`src/pc_glue_pkg.sv`:
```
package pc_glue_pkg;

   // bus widths of the PC system board
   localparam int IO_ADDR_W  = 10;   // only a9..a0 decoded on the planar
   localparam int MEM_ADDR_W = 20;   // 1 MB address space
   localparam int DATA_W     = 8;
   localparam int PAGE_W     = 4;    // a19..a16 during DMA

   // offsets inside the 8255 block
   localparam logic [1:0] PORT_B_OFS = 2'd1;   // system control
   localparam logic [1:0] PORT_C_OFS = 2'd2;   // status / switches

   // top nibble of the BIOS ROM window
   localparam logic [3:0] ROM_SEGMENT = 4'hF;

   // planar I/O device, numbered by address bits 7:5
   typedef enum logic [2:0] {
      DEV_DMA      = 3'd0,   // 0x00 8237
      DEV_PIC      = 3'd1,   // 0x20 8259
      DEV_TIMER    = 3'd2,   // 0x40 8253
      DEV_PPI      = 3'd3,   // 0x60 8255
      DEV_DMA_PAGE = 3'd4,   // 0x80 page registers
      DEV_NMI_MASK = 3'd5,   // 0xA0 nmi mask
      DEV_NONE     = 3'd7
   } io_dev_t;

   // hold request / acknowledge sequence
   typedef enum logic [2:0] {
      ARB_CPU  = 3'd0,   // processor owns the bus
      ARB_SYNC = 3'd1,   // idle bus seen once
      ARB_HOLD = 3'd2,   // holda given to the 8237
      ARB_AEN  = 3'd3,   // cpu address buffers off
      ARB_DMA  = 3'd4    // dma drives the bus
   } arb_state_t;

endpackage

```
`src/io_decode.sv`:
```
`timescale 1ns/100ps

module io_decode (
   input  logic [pc_glue_pkg::IO_ADDR_W-1:0]  io_addr_i,
   input  logic                               aen_i,
   input  logic [pc_glue_pkg::MEM_ADDR_W-1:0] mem_addr_i,
   input  logic                               memr_n_i,
   input  logic                               dack0_brd_n_i,
   output pc_glue_pkg::io_dev_t               dev_sel_o,
   output logic                               dma_cs_n_o,
   output logic                               pic_cs_n_o,
   output logic                               timer_cs_n_o,
   output logic                               ppi_cs_n_o,
   output logic [7:0]                         rom_cs_n_o,
   output logic                               ram_sel_n_o
);

   logic rom_en;

   // planar devices live below 0x100, nothing decodes during dma
   always_comb begin
      dev_sel_o = pc_glue_pkg::DEV_NONE;
      if (!aen_i && (io_addr_i[9:8] == 2'b00)) begin
         case (io_addr_i[7:5])
            3'd0:    dev_sel_o = pc_glue_pkg::DEV_DMA;
            3'd1:    dev_sel_o = pc_glue_pkg::DEV_PIC;
            3'd2:    dev_sel_o = pc_glue_pkg::DEV_TIMER;
            3'd3:    dev_sel_o = pc_glue_pkg::DEV_PPI;
            3'd4:    dev_sel_o = pc_glue_pkg::DEV_DMA_PAGE;
            3'd5:    dev_sel_o = pc_glue_pkg::DEV_NMI_MASK;
            default: dev_sel_o = pc_glue_pkg::DEV_NONE;   // 0xC0, 0xE0 unused
         endcase
      end
   end

   assign dma_cs_n_o   = (dev_sel_o != pc_glue_pkg::DEV_DMA);
   assign pic_cs_n_o   = (dev_sel_o != pc_glue_pkg::DEV_PIC);
   assign timer_cs_n_o = (dev_sel_o != pc_glue_pkg::DEV_TIMER);
   assign ppi_cs_n_o   = (dev_sel_o != pc_glue_pkg::DEV_PPI);

   // 8 KB rom sockets across F0000-FFFFF, refresh cycles excluded
   assign rom_en = (mem_addr_i[19:16] == pc_glue_pkg::ROM_SEGMENT) &&
                   !memr_n_i && dack0_brd_n_i;

   assign rom_cs_n_o = rom_en ? ~(8'b0000_0001 << mem_addr_i[15:13]) : 8'hFF;

   // first 256 KB is planar ram
   assign ram_sel_n_o = ~(~mem_addr_i[19] & ~mem_addr_i[18] & dack0_brd_n_i);

endmodule

```
`src/dma_page_reg.sv`:
```
`timescale 1ns/100ps

module dma_page_reg (
   input  logic                              clk,
   input  logic                              reset_n,
   input  pc_glue_pkg::io_dev_t              dev_sel_i,
   input  logic                              iow_n_i,
   input  logic [pc_glue_pkg::IO_ADDR_W-1:0] io_addr_i,
   input  logic [pc_glue_pkg::DATA_W-1:0]    data_i,
   input  logic                              dack2_n_i,
   input  logic                              dack3_n_i,
   input  logic                              dma_aen_n_i,
   output logic [pc_glue_pkg::PAGE_W-1:0]    page_o
);

   logic [pc_glue_pkg::PAGE_W-1:0] page_q [4];   // ls670 style 4x4 file
   logic [1:0]                     rd_idx;
   logic                           wr_en;

   assign wr_en = (dev_sel_i == pc_glue_pkg::DEV_DMA_PAGE) && !iow_n_i;

   always_ff @(posedge clk or negedge reset_n) begin
      if (!reset_n) begin
         for (int i = 0; i < 4; i++) begin
            page_q[i] <= '0;
         end
      end else if (wr_en) begin
         page_q[io_addr_i[1:0]] <= data_i[pc_glue_pkg::PAGE_W-1:0];   // low nibble only
      end
   end

   // read address wired straight from the dack lines
   assign rd_idx = {dack2_n_i, dack3_n_i};

   assign page_o = dma_aen_n_i ? '0 : page_q[rd_idx];   // drives a19..a16 in dma

endmodule

```
`src/nmi_ctrl.sv`:
```
`timescale 1ns/100ps

module nmi_ctrl (
   input  logic                           clk,
   input  logic                           reset_n,
   input  pc_glue_pkg::io_dev_t           dev_sel_i,
   input  logic                           iow_n_i,
   input  logic [pc_glue_pkg::DATA_W-1:0] data_i,
   input  logic                           pck_i,
   input  logic                           io_ch_ck_n_i,
   input  logic                           enb_ram_pck_n_i,
   input  logic                           enable_io_ck_n_i,
   output logic                           pck_flag_o,
   output logic                           io_ch_ck_flag_o,
   output logic                           nmi_o
);

   logic mask_q;
   logic pck_q;
   logic io_ch_ck_q;

   // port 0xA0, only d7 matters
   always_ff @(posedge clk or negedge reset_n) begin
      if (!reset_n) begin
         mask_q <= 1'b0;
      end else if ((dev_sel_i == pc_glue_pkg::DEV_NMI_MASK) && !iow_n_i) begin
         mask_q <= data_i[7];
      end
   end

   // check latches, held clear by their port B enables
   always_ff @(posedge clk or negedge reset_n) begin
      if (!reset_n) begin
         pck_q      <= 1'b0;
         io_ch_ck_q <= 1'b0;
      end else begin
         if (enb_ram_pck_n_i) begin
            pck_q <= 1'b0;
         end else if (pck_i) begin
            pck_q <= 1'b1;   // ram parity error
         end

         if (enable_io_ck_n_i) begin
            io_ch_ck_q <= 1'b0;
         end else if (!io_ch_ck_n_i) begin
            io_ch_ck_q <= 1'b1;   // expansion card error
         end
      end
   end

   assign pck_flag_o      = pck_q;
   assign io_ch_ck_flag_o = io_ch_ck_q;
   assign nmi_o           = mask_q & (pck_q | io_ch_ck_q);

endmodule

```
`src/sys_ctrl_port.sv`:
```
`timescale 1ns/100ps

module sys_ctrl_port (
   input  logic                              clk,
   input  logic                              reset_n,
   input  pc_glue_pkg::io_dev_t              dev_sel_i,
   input  logic                              iow_n_i,
   input  logic                              ior_n_i,
   input  logic [pc_glue_pkg::IO_ADDR_W-1:0] io_addr_i,
   input  logic [pc_glue_pkg::DATA_W-1:0]    data_i,
   input  logic                              timer2_out_i,
   input  logic                              pck_flag_i,
   input  logic                              io_ch_ck_flag_i,
   output logic [pc_glue_pkg::DATA_W-1:0]    rdata_o,
   output logic                              timer2_gate_o,
   output logic                              spkr_o,
   output logic                              enb_ram_pck_n_o,
   output logic                              enable_io_ck_n_o
);

   logic [pc_glue_pkg::DATA_W-1:0] port_b_q;
   logic                           ppi_sel;

   assign ppi_sel = (dev_sel_i == pc_glue_pkg::DEV_PPI);

   // port 0x61
   always_ff @(posedge clk or negedge reset_n) begin
      if (!reset_n) begin
         port_b_q <= '0;
      end else if (ppi_sel && !iow_n_i && (io_addr_i[1:0] == pc_glue_pkg::PORT_B_OFS)) begin
         port_b_q <= data_i;
      end
   end

   assign timer2_gate_o    = port_b_q[0];
   assign spkr_o           = port_b_q[1] & timer2_out_i;   // speaker data gated by timer 2
   assign enb_ram_pck_n_o  = port_b_q[4];
   assign enable_io_ck_n_o = port_b_q[5];

   // read back of port B and the port C status bits
   always_comb begin
      rdata_o = '0;
      if (ppi_sel && !ior_n_i) begin
         if (io_addr_i[1:0] == pc_glue_pkg::PORT_B_OFS) begin
            rdata_o = port_b_q;
         end else if (io_addr_i[1:0] == pc_glue_pkg::PORT_C_OFS) begin
            rdata_o[7] = pck_flag_i;
            rdata_o[6] = io_ch_ck_flag_i;
            rdata_o[5] = timer2_out_i;
         end
      end
   end

endmodule

```
`src/bus_arbiter.sv`:
```
`timescale 1ns/100ps

module bus_arbiter (
   input  logic       clk,
   input  logic       reset_n,
   input  logic       hrq_i,
   input  logic [2:0] status_n_i,
   input  logic       lock_n_i,
   output logic       holda_o,
   output logic       aen_o,
   output logic       dma_aen_n_o,
   output logic       dma_wait_n_o
);

   pc_glue_pkg::arb_state_t state_q;
   pc_glue_pkg::arb_state_t state_d;
   logic                    cpu_idle;

   // passive status and no locked instruction
   assign cpu_idle = (&status_n_i) & lock_n_i;

   always_comb begin
      state_d = state_q;
      case (state_q)
         pc_glue_pkg::ARB_CPU: begin
            if (hrq_i && cpu_idle) begin
               state_d = pc_glue_pkg::ARB_SYNC;
            end
         end
         pc_glue_pkg::ARB_SYNC: begin
            state_d = hrq_i ? pc_glue_pkg::ARB_HOLD : pc_glue_pkg::ARB_CPU;
         end
         pc_glue_pkg::ARB_HOLD: begin
            state_d = hrq_i ? pc_glue_pkg::ARB_AEN : pc_glue_pkg::ARB_CPU;
         end
         pc_glue_pkg::ARB_AEN: begin
            state_d = hrq_i ? pc_glue_pkg::ARB_DMA : pc_glue_pkg::ARB_CPU;
         end
         pc_glue_pkg::ARB_DMA: begin
            if (!hrq_i) begin
               state_d = pc_glue_pkg::ARB_CPU;   // 8237 done, give bus back
            end
         end
         default: state_d = pc_glue_pkg::ARB_CPU;
      endcase
   end

   always_ff @(posedge clk or negedge reset_n) begin
      if (!reset_n) begin
         state_q <= pc_glue_pkg::ARB_CPU;
      end else begin
         state_q <= state_d;
      end
   end

   // outputs straight from the state register
   assign holda_o = (state_q == pc_glue_pkg::ARB_HOLD) ||
                    (state_q == pc_glue_pkg::ARB_AEN)  ||
                    (state_q == pc_glue_pkg::ARB_DMA);

   assign aen_o = (state_q == pc_glue_pkg::ARB_AEN) ||
                  (state_q == pc_glue_pkg::ARB_DMA);

   assign dma_aen_n_o  = (state_q != pc_glue_pkg::ARB_DMA);
   assign dma_wait_n_o = (state_q != pc_glue_pkg::ARB_DMA);   // holds the cpu not ready

endmodule

```
`src/pc_glue_top.sv`:
```
`timescale 1ns/100ps

module pc_glue_top (
   input  logic                               clk,
   input  logic                               reset_n,
   input  logic [pc_glue_pkg::IO_ADDR_W-1:0]  io_addr_i,
   input  logic                               iow_n_i,
   input  logic                               ior_n_i,
   input  logic [pc_glue_pkg::DATA_W-1:0]     data_i,
   input  logic [pc_glue_pkg::MEM_ADDR_W-1:0] mem_addr_i,
   input  logic                               memr_n_i,
   input  logic                               dack0_brd_n_i,
   input  logic                               dack2_n_i,
   input  logic                               dack3_n_i,
   input  logic                               hrq_i,
   input  logic [2:0]                         status_n_i,
   input  logic                               lock_n_i,
   input  logic                               pck_i,
   input  logic                               io_ch_ck_n_i,
   input  logic                               timer2_out_i,
   output logic [pc_glue_pkg::DATA_W-1:0]     rdata_o,
   output logic [pc_glue_pkg::PAGE_W-1:0]     page_o,
   output logic                               dma_cs_n_o,
   output logic                               pic_cs_n_o,
   output logic                               timer_cs_n_o,
   output logic                               ppi_cs_n_o,
   output logic [7:0]                         rom_cs_n_o,
   output logic                               ram_sel_n_o,
   output logic                               holda_o,
   output logic                               aen_o,
   output logic                               dma_aen_n_o,
   output logic                               dma_wait_n_o,
   output logic                               nmi_o,
   output logic                               spkr_o,
   output logic                               timer2_gate_o
);

   pc_glue_pkg::io_dev_t dev_sel;
   logic                 aen;
   logic                 dma_aen_n;
   logic                 enb_ram_pck_n;    // port B bit 4
   logic                 enable_io_ck_n;   // port B bit 5
   logic                 pck_flag;
   logic                 io_ch_ck_flag;

   assign aen_o       = aen;
   assign dma_aen_n_o = dma_aen_n;

   bus_arbiter u_bus_arbiter (
      .clk          (clk),
      .reset_n      (reset_n),
      .hrq_i        (hrq_i),
      .status_n_i   (status_n_i),
      .lock_n_i     (lock_n_i),
      .holda_o      (holda_o),
      .aen_o        (aen),
      .dma_aen_n_o  (dma_aen_n),
      .dma_wait_n_o (dma_wait_n_o)
   );

   io_decode u_io_decode (
      .io_addr_i     (io_addr_i),
      .aen_i         (aen),
      .mem_addr_i    (mem_addr_i),
      .memr_n_i      (memr_n_i),
      .dack0_brd_n_i (dack0_brd_n_i),
      .dev_sel_o     (dev_sel),
      .dma_cs_n_o    (dma_cs_n_o),
      .pic_cs_n_o    (pic_cs_n_o),
      .timer_cs_n_o  (timer_cs_n_o),
      .ppi_cs_n_o    (ppi_cs_n_o),
      .rom_cs_n_o    (rom_cs_n_o),
      .ram_sel_n_o   (ram_sel_n_o)
   );

   dma_page_reg u_dma_page_reg (
      .clk         (clk),
      .reset_n     (reset_n),
      .dev_sel_i   (dev_sel),
      .iow_n_i     (iow_n_i),
      .io_addr_i   (io_addr_i),
      .data_i      (data_i),
      .dack2_n_i   (dack2_n_i),
      .dack3_n_i   (dack3_n_i),
      .dma_aen_n_i (dma_aen_n),
      .page_o      (page_o)
   );

   nmi_ctrl u_nmi_ctrl (
      .clk              (clk),
      .reset_n          (reset_n),
      .dev_sel_i        (dev_sel),
      .iow_n_i          (iow_n_i),
      .data_i           (data_i),
      .pck_i            (pck_i),
      .io_ch_ck_n_i     (io_ch_ck_n_i),
      .enb_ram_pck_n_i  (enb_ram_pck_n),
      .enable_io_ck_n_i (enable_io_ck_n),
      .pck_flag_o       (pck_flag),
      .io_ch_ck_flag_o  (io_ch_ck_flag),
      .nmi_o            (nmi_o)
   );

   sys_ctrl_port u_sys_ctrl_port (
      .clk              (clk),
      .reset_n          (reset_n),
      .dev_sel_i        (dev_sel),
      .iow_n_i          (iow_n_i),
      .ior_n_i          (ior_n_i),
      .io_addr_i        (io_addr_i),
      .data_i           (data_i),
      .timer2_out_i     (timer2_out_i),
      .pck_flag_i       (pck_flag),
      .io_ch_ck_flag_i  (io_ch_ck_flag),
      .rdata_o          (rdata_o),
      .timer2_gate_o    (timer2_gate_o),
      .spkr_o           (spkr_o),
      .enb_ram_pck_n_o  (enb_ram_pck_n),
      .enable_io_ck_n_o (enable_io_ck_n)
   );

endmodule

```
`config.mk`:
```
export PLATFORM = sky130hd
export DESIGN_NAME = pc_glue_top
export DESIGN_NICKNAME = d
export VERILOG_FILES = /design/src/pc_glue_pkg.sv /design/src/io_decode.sv /design/src/dma_page_reg.sv /design/src/nmi_ctrl.sv /design/src/sys_ctrl_port.sv /design/src/bus_arbiter.sv /design/src/pc_glue_top.sv
export SDC_FILE = /design/constraint.sdc
export NUM_CORES = 1
export LEC_CHECK = 0
export BUFFER_PORTS_ARGS = -buffer_cell sky130_fd_sc_hd__buf_2
export CORE_MARGIN = 2
export CORE_UTILIZATION = 38
export DETAILED_ROUTE_END_ITERATION = 10
export GPL_TIMING_DRIVEN = 0
export HOLD_SLACK_MARGIN = 0.1
export PLACE_DENSITY = 0.66
export REMOVE_ABC_BUFFERS = 1
export SYNTH_ARGS = -nofsm -noshare
export SYNTH_HDL_FRONTEND = slang
export SYNTH_SLANG_ARGS = --single-unit
```
`constraint.sdc`:
```
create_clock -name clk -period 2.7 [get_ports clk]
set_input_delay 0.54 -clock clk [delete_from_list [all_inputs] [get_ports clk]]
set_output_delay 0.54 -clock clk [all_outputs]
set_load 0.01 [all_outputs]
```
* Yosys cells after proc, flatten, opt, wreduce, memory -nomap -nowiden
Index checks and enable logic that the tools add are counted.
** Storage, ports and cells
- Register bits after elaboration :: 30
- Bits of input ports :: 54
- Logic and storage cells :: 95
** Cells by class
- Order comparisons :: 3
- Equality and inequality tests :: 22
- Shift-type cells :: 1
- Multiplexer cells :: 24
- Bitwise logic cells :: 12
- Reduce and logical (&&, ||, !) cells :: 24
** Operator list (count)
- $mux 3 :: 6
- $pmux 3 s6 :: 1
- $bwmux 16 :: 1
- $mux 4 :: 4
- $mux 8 :: 2
- $eq 3x2->1 const B :: 5
- $eq 3x3->1 const B :: 5
- $pmux 3 s5 :: 1
- $logic_and 1x1->1 :: 10
- $bmux 4 s2 :: 1
- $demux 4 s2 :: 1
- $not 8->8 :: 1
- $shl 1x3->8 const A :: 1
- $eq 3x1->1 const B :: 2
- $ge 3x3->1 const B :: 2
- $logic_not 3->1 :: 2
- $ne 3x2->1 const B :: 2
- $not 2->3 :: 2
- $and 1x1->1 :: 5
- $mux 5 :: 1
- $eq 4x4->1 const B :: 1
- $logic_not 1->1 :: 4
- $mux 1 :: 4
- $mux 2 :: 2
- 15 further kinds :: 20

* Depth between registers and ports, before layout
Gate-level depths: netlist (run 1).
- Depth after elaboration :: 8
- Gate-level depth with buffers :: 5
- Gate-level depth less buffers :: 4

* Cells and area by module
Synthesis (run 1) repeated with hierarchy kept, for this count alone.
** Unflattened totals
- Cells, all modules :: 135
- Area, all modules :: 1622.8 µm²
** By module, submodules not included
- dma_page_reg :: times used 1, cells each 47, area an instance 753.2 µm²
- sys_ctrl_port :: times used 1, cells each 36, area an instance 419.2 µm²
- io_decode :: times used 1, cells each 27, area an instance 166.4 µm²
- bus_arbiter :: times used 1, cells each 15, area an instance 157.7 µm²
- nmi_ctrl :: times used 1, cells each 10, area an instance 126.4 µm²

* Worst setup path before layout (run 1)
Ideal clock, no wire load.
- Path type :: register to output
- From :: reg u_bus_arbiter.state_q[1]
- To :: out pic_cs_n_o
- Arrival time :: 1.645 ns
- Required time :: 2.160 ns
- Slack :: 0.515 ns
- Cell stages (with the launch flop) :: 6
- Path buffers :: 1
- Path through :: dfrtp_1 > nor3b_2 > inv_1 > nand3_1 > clkbuf_1 > or2_2
** On the way
- Cells in the longest elaborated chain, start to end :: 6
- Elaborated cells on any way between the ends :: 7
- Classes of those cells :: eq/ne: 3; mux: 1; reduce/logical: 3
** RTL lines
- from (decl) :: RTL line bus_arbiter.sv:15 : pc_glue_pkg::arb_state_t state_q;
- from (signal assigned) :: RTL line bus_arbiter.sv:50 : state_q <= pc_glue_pkg::ARB_CPU;
- from (signal assigned) :: RTL line bus_arbiter.sv:52 : state_q <= state_d;
- $eq 3x2->1 or $eq 3x3->1 (tied branches) :: RTL line bus_arbiter.sv:61, bus_arbiter.sv:62
- $logic_or 1x1->1 (*) :: RTL line bus_arbiter.sv:61 : assign aen_o = (state_q == pc_glue_pkg::ARB_AEN) ||
- $logic_not 1->1 (*) :: RTL line io_decode.sv:23 : if (!aen_i && (io_addr_i[9:8] == 2'b00)) begin
- $logic_and 1x1->1 (*) :: RTL line io_decode.sv:23
- $mux 3 (*) :: RTL line io_decode.sv:23
- $ne 3x1->1 (*) :: RTL line io_decode.sv:37 : assign pic_cs_n_o = (dev_sel_o != pc_glue_pkg::DEV_PIC);
- to (decl) :: RTL line pc_glue_top.sv:24 : output logic pic_cs_n_o,
Every way passes the cells marked *; elsewhere a longest branch is shown, timed or not.

* Worst setup path after layout (run 1)
- From :: reg u_bus_arbiter.state_q[2]
- To :: out timer_cs_n_o
** On the way
- Cells in the longest elaborated chain, start to end :: 6
- Elaborated cells on any way between the ends :: 7
- Classes of those cells :: eq/ne: 3; mux: 1; reduce/logical: 3
** RTL lines
- $eq 3x2->1 or $eq 3x3->1 (tied branches) :: RTL line bus_arbiter.sv:61, bus_arbiter.sv:62
- $logic_or 1x1->1 (*) :: RTL line bus_arbiter.sv:61
- $logic_not 1->1 (*) :: RTL line io_decode.sv:23
- $logic_and 1x1->1 (*) :: RTL line io_decode.sv:23
- $mux 3 (*) :: RTL line io_decode.sv:23
- $ne 3x2->1 (*) :: RTL line io_decode.sv:38 : assign timer_cs_n_o = (dev_sel_o != pc_glue_pkg::DEV_TIMER);
- to (decl) :: RTL line pc_glue_top.sv:25 : output logic timer_cs_n_o,
Marks and branches as above.

==> results of run 1 <==
per-layer routing:
layer,vias up,global-route usage,share of wire
met5,-,0,0
met4,0,0.0513,0.010
met1,638,0.202,0.46
met2,49,0.241,0.46
li1,672,-,-
met3,5,0.0433,0.075
stage by stage:
| stage | area [sq um] | setup slack (ns) | utilization |
|---|---|---|---|
| 4_1_cts | 2140 | 0.0947 | 0.524 |
| 3_5_place_dp | 2040 | 0.235 | 0.500 |
| 2_1_floorplan | 1640 | 0.543 | - |
| 3_3_place_gp | 2040 | 0.186 | 0.500 |
| 5_1_grt | 2150 | 0.0734 | 0.525 |
| 6_report | 2150 | 0.244 | 0.525 |
flip-flops by register name, summed over array words and instances, names as in the netlist:
register	flops
u_bus_arbiter.state_q	3
u_sys_ctrl_port.port_b_q	8
u_dma_page_reg.page_q	16
u_nmi_ctrl.pck_flag_o	1
u_nmi_ctrl.io_ch_ck_flag_o	1
u_nmi_ctrl.mask_q	1
cells in the final DEF, fill, tap and decap left out:
cell	count
nor4_2	3
dfrtp_1	30
nand4_1	2
or4b_4	1
or4b_1	1
mux4_2	4
nor2b_1	4
nand2_1	9
a41oi_1	1
mux2_4	4
or4_1	2
or4bb_1	1
or2_2	2
and4b_1	1
a21oi_1	1
nor3b_4	1
nor3_1	9
clkbuf_1	1
nand3b_1	1
mux2_2	21
and3b_1	1
nor2_1	5
or4b_2	1
buf_2	69
xnor2_1	1
nand2b_1	4
o21a_1	1
o21ai_0	1
nand3_1	2
or3_1	1
a22oi_1	3
or3b_2	1
and2_1	6
clkbuf_8	6
clkinv_2	1
inv_1	9
nor4_1	5
nand3_2	1
final cells by class:
class,count,area (sq um),share of cell area
inverters,9,33.8,0.0157
repair buffers,69,345,0.161
clock buffers,7,86.3,0.0402
flip-flops and latches,30,751,0.350
multi-input cells,101,863,0.402
well taps,50,62.6,0.0291
clock inverters,1,5.00,0.00233
power breakdown:
part	leakage, uW	internal (uW)	switching [uW]
Combinational	0.000584	77.6	63.5
Clock	0.0000482	205	159
Sequential	0.000401	488	24.2
worst max path at each step:
stage | to
floorplan | u_dma_page_reg.page_q[10]
global placement | timer_cs_n_o
detailed placement | timer_cs_n_o
CTS | timer_cs_n_o
global route | timer_cs_n_o
finish | timer_cs_n_o
worst max-delay path: cells and delay by family (launching register included):
family / cells / cell delay [ns]
buffers and inverters: 2 / 0.31
DFF: 1 / 0.41
and+or+nand+nor: 3 / 0.92
timing repair:
item | in CTS | in global routing
gates cloned | 0 | 0
hold endpoints to repair | 0 | 0
setup endpoints to repair | 12 | 9
resized for setup | 1 | 1
setup buffers | 0 | 0
cell families (layout without fill, tap and decap cells):
| family | count (synthesis) | count (layout) | share of synthesized area |
|---|---|---|---|
| DFF | 30 | 30 | 0.454 |
| muxes | 29 | 29 | 0.234 |
| AOI/OAI and AO/OA | 7 | 7 | 0.0295 |
| buffers and inverters | 12 | 86 | 0.0303 |
| and+or+nand+nor | 64 | 64 | 0.247 |
| xor gates and xnor gates | 1 | 1 | 0.00530 |
==> results_dict.tcl, run 1 <==
set metrics [dict create \
    outcome "finished clean" \
    viasPerCell 5.11 \
    peakVddDrop_mv 0.324 \
    crit_chain "nor3b_4, inv_1, nand3_2, or3b_2, buf_2" \
    slew-limit-headroom 0.541 \
    total_power_uw 1020 \
    fin_crit_sh 0.910 \
    cts_max_path_buffers 2 \
    layout.nets 270 \
    yosysMostFrequentCell "dfrtp_1" \
    place_inst 259 \
    r2r-end "u_sys_ctrl_port.port_b_q[3]" \
    wire_per_inst_microns 13.9 \
    synth_top_area_frac 0.454 \
    tritoncts "built" \
    drc 0 \
    grt_setup_unrepaired "no" \
    period_needed_ns 2.46 \
    antennaDiodeCount 0 \
    clkTransAtPathRegs_ns 0.06 \
    netlist_instances 143 \
    initial_core_util 0.404 \
    hold_violations 0 \
    syn-cell-area_sq_um 1650 \
    synth_area_leaders "dfrtp_1 45%, mux2_2 14%, mux4_2 5.5%" \
    avgSynthCellArea_sq_um 11.6 \
    cts-buffers-inserted 5 \
    fin_cells 267 \
    ys_warn_count 0 \
    synthFlopType "dfrtp_1" \
    yosysSeqAreaShare 0.454 \
    root_buffer "clkbuf_8" \
    vias 1364 \
    fin_hold_ws_ns 0.295 \
    leakagePower_uw 0.00103 \
    tightest_slew_ns 0.682 \
    core_area_sq_um 4090 \
    dp_hpwl_microns 2850 \
    antenna_found_initial 0 \
    fmax_ghz 0.407 \
    arrival_ns 1.92 \
    crit_path_top_delay_cell "or3b_2" \
    cp_slowest_stage_delay_ns 0.49 \
    die_x_microns 70.0 \
    powerDensity_nw_per_um2 474 \
    totalWireLength_microns 3720 \
    port_buffers 69 \
    finalClockSkew_ns 0.00192 \
    yosysUniqueCellTypes 36 \
    cp_max_fo 12 \
    io_pins 86 \
    clock_latency_ns 0.27 \
    grt_pass1_vias 1271 \
    gp_congestion 0.868 \
    final_max_slew_viol_count 0 \
    fill_cells 382 \
    end_kind "primary output" \
    maxCapViolations 0 \
    rows 23 \
    critical_path_class "flip-flop to primary output" \
    drtIter0Drc 51 \
    htreeDepth 2 \
    synth_largest_area_cell "dfrtp_1" \
    grt_usage 0.153 \
    ys_top_cells_by_count "30 x dfrtp_1, 21 x mux2_2, 9 x inv_1, 9 x nand2_1, 9 x nor3_1" \
    worstPathRequired_ns 2.16 \
    final.setup.tns_ns 0 \
    r2r_slack_ns 0.72 \
    die_y_microns 70.0 \
    hold_path_class "primary input to asynchronous set/reset pin" \
    cts.sinks 30 \
    synth_edf_count 0 \
    grt_overflow 0 \
    start_kind "flip-flop" \
    drive_gt1_frac 0.530 \
    ant_nets 0 \
    firstDrtPassIters 4 \
    r2r_start "u_bus_arbiter.state_q[1]" \
    startpoint "u_bus_arbiter.state_q[2]" \
    area_growth_pct 29.9 \
    worst-r2r-cell-count 4 \
    grt_max_degree 31 \
    synth_seq_cells 30 \
    die-area_sq_um 4890 \
    async_reset_ff_frac 1.00 \
    grt_pass1_wl_microns 5950 \
    cts_hold_buf 0 \
    setup_viol 0 \
]
Power figures use the tool's default switching activity.
==> inputs of run 2 (changes only) <==
--- a/config.mk
+++ b/config.mk
@@ -11,7 +11,7 @@
 export DETAILED_ROUTE_END_ITERATION = 10
 export GPL_TIMING_DRIVEN = 0
 export HOLD_SLACK_MARGIN = 0.1
-export PLACE_DENSITY = 0.66
+export PLACE_DENSITY = 0.71
 export REMOVE_ABC_BUFFERS = 1
 export SYNTH_ARGS = -nofsm -noshare
 export SYNTH_HDL_FRONTEND = slang
==> run 2 against run 1 <==
Power is 0.74% higher. Final cell count did not move. Clock power up 2%. Non-clock buffer count unchanged. Register-to-register slack got worse by 0.02 ns. Setup slack got worse by 0.0059 ns. Sequential share of layout area is 0.061 points lower.
==> results_dict.tcl, run 2 (same netlist as run 1, synthesis figures left out) <==
set metrics [dict create \
    outcome "finished clean" \
    htreeDepth 2 \
    setup_viol 0 \
    maxCapViolations 0 \
    crit_path_top_delay_cell "or3b_2" \
    largest_reg_flops 16 \
    io_pins 86 \
    tritoncts "built" \
    r2r_slack_ns 0.70 \
    root_buffer "clkbuf_8" \
    arrival_ns 1.92 \
    antennaDiodeCount 0 \
    crit_chain "nor3b_4, inv_1, nand3_2, or3b_2, buf_2" \
    fmax_ghz 0.406 \
    tightest_slew_ns 0.664 \
    r2r-end "u_sys_ctrl_port.port_b_q[7]" \
    cp_slowest_stage_delay_ns 0.49 \
    die_x_microns 70.0 \
    area_growth_pct 30.1 \
    die-area_sq_um 4890 \
    viasPerCell 5.08 \
    layout_common_cells "69 x buf_2, 30 x dfrtp_1, 21 x mux2_2" \
    setup_ws_ns 0.238 \
    cts.sinks 30 \
    initial_core_util 0.404 \
    critical_path_class "flip-flop to primary output" \
    totalWireLength_microns 3600 \
    combPwrFrac 0.136 \
    fin_hold_ws_ns 0.285 \
    fin_crit_sh 0.912 \
    slew-limit-headroom 0.557 \
    regMostFlops "u_dma_page_reg.page_q" \
    drtIter0Drc 24 \
    cts_setup_buffers 0 \
    wire_per_inst_microns 13.5 \
    dp_hpwl_microns 2860 \
    worstPathRequired_ns 2.16 \
    cp_max_fo 12 \
    start_kind "flip-flop" \
    drc 0 \
    antenna_found_initial 0 \
    final_common_cell "buf_2" \
    clkTransAtPathRegs_ns 0.07 \
    drive_gt1_frac 0.535 \
    rows 23 \
    pwr-share-clk 0.363 \
    die_y_microns 70.0 \
    layout.nets 270 \
    power_frac_seq 0.500 \
    gp_congestion 0.743 \
    finalClockSkew_ns 0.00714 \
    grt_setup_unrepaired "no" \
    port_buffers 69 \
    hold_path_class "primary input to asynchronous set/reset pin" \
    switching_share 0.249 \
    leakagePower_uw 0.00103 \
    dpl_worst_slack_ns 0.228 \
    final_util 0.526 \
    cts_hold_buf 0 \
    ant_nets 0 \
    intPower_uw 770 \
    core_area_sq_um 4090 \
    grt_overflow 0 \
    grt_pass1_vias 1387 \
    powerDensity_nw_per_um2 477 \
    period_needed_ns 2.46 \
    final.setup.tns_ns 0 \
    firstDrtPassIters 4 \
    worst-r2r-cell-count 4 \
    final_max_slew_viol_count 0 \
    grt_usage 0.156 \
    hold_violations 0 \
    r2r_start "u_bus_arbiter.state_q[1]" \
    clock_latency_ns 0.28 \
    grt_pass1_wl_microns 6160 \
    reg_top3 "u_dma_page_reg.page_q: 16 flops, u_sys_ctrl_port.port_b_q: 8 flops, u_bus_arbiter.state_q: 3 flops" \
    cts_max_path_buffers 2 \
    p_switching_uw 255 \
    end_kind "primary output" \
    cts-buffers-inserted 5 \
    peakVddDrop_mv 0.365 \
    vias 1356 \
    grt_max_degree 31 \
]
## run 2: changes by cell type in the layout (fill, tap and decap cells not counted)
cell	before	now
clkinvlp_4	0	1
clkbuf_1	1	0
## run 2: layer usage
| metal | part of all wire | GRT usage | up-vias | wire [microns] |
|---|---|---|---|---|
| li1 | - | - | 667 | - |
| met1 | 0.44 | 0.188 | 633 | 1580 |
| met2 | 0.48 | 0.267 | 52 | 1740 |
| met3 | 0.068 | 0.0404 | 4 | 245 |
| met4 | 0.012 | 0.0577 | 0 | 44 |
| met5 | 0 | 0 | - | 0 |
## run 2: worst max path at each step
stage / start / endpoint / depth (start not counted)
final: u_bus_arbiter.state_q[2] / timer_cs_n_o / 5
after floorplan: io_addr_i[9] / u_dma_page_reg.page_q[10] / 3
after CTS: u_bus_arbiter.state_q[1] / timer_cs_n_o / 5
after global routing: u_bus_arbiter.state_q[1] / timer_cs_n_o / 5
after global placement: u_bus_arbiter.state_q[1] / pic_cs_n_o / 5
after detailed placement: u_bus_arbiter.state_q[1] / timer_cs_n_o / 5
## run 2: power groups by stage
stage | Combinational [uW] | Clock, uW | Sequential, uW
floorplan | 76.5 | 0 | 513
global placement | 138 | 0 | 520
detailed placement | 141 | 0 | 520
CTS | 142 | 383 | 513
global route | 156 | 408 | 517
finish | 140 | 372 | 513
## run 2: critical path, delay by kind of cell, from the launching register on
family / cells / cell delay (ns)
and+or+nand+nor: 3 / 0.92
DFF: 1 / 0.41
buffers and inverters: 2 / 0.32
## run 2: cell type report
| type | count | area [sq um] |
|---|---|---|
| Fill cell | 371 | 1940 |
| Multi-Input combinational cell | 101 | 863 |
| Sequential cell | 30 | 751 |
| Timing Repair Buffer | 69 | 345 |
| Clock buffer | 6 | 82.6 |
| Tap cell | 50 | 62.6 |
| Inverter | 9 | 33.8 |
| Clock inverter | 2 | 12.5 |
## run 2: timing repair
action                                  4_1_cts  5_1_grt
hold endpoints to repair                      0        0
resized for setup                             1        1
endpoints found under the setup margin       12        9
## run 2: stage by stage
stage | cells | power, uW | instance area, sq um
floorplan | 140 | 589 | 1640
global placement | 259 | 658 | 2040
detailed placement | 259 | 662 | 2040
CTS | 267 | 1040 | 2150
global route | 267 | 1080 | 2150
finish | 267 | 1030 | 2150
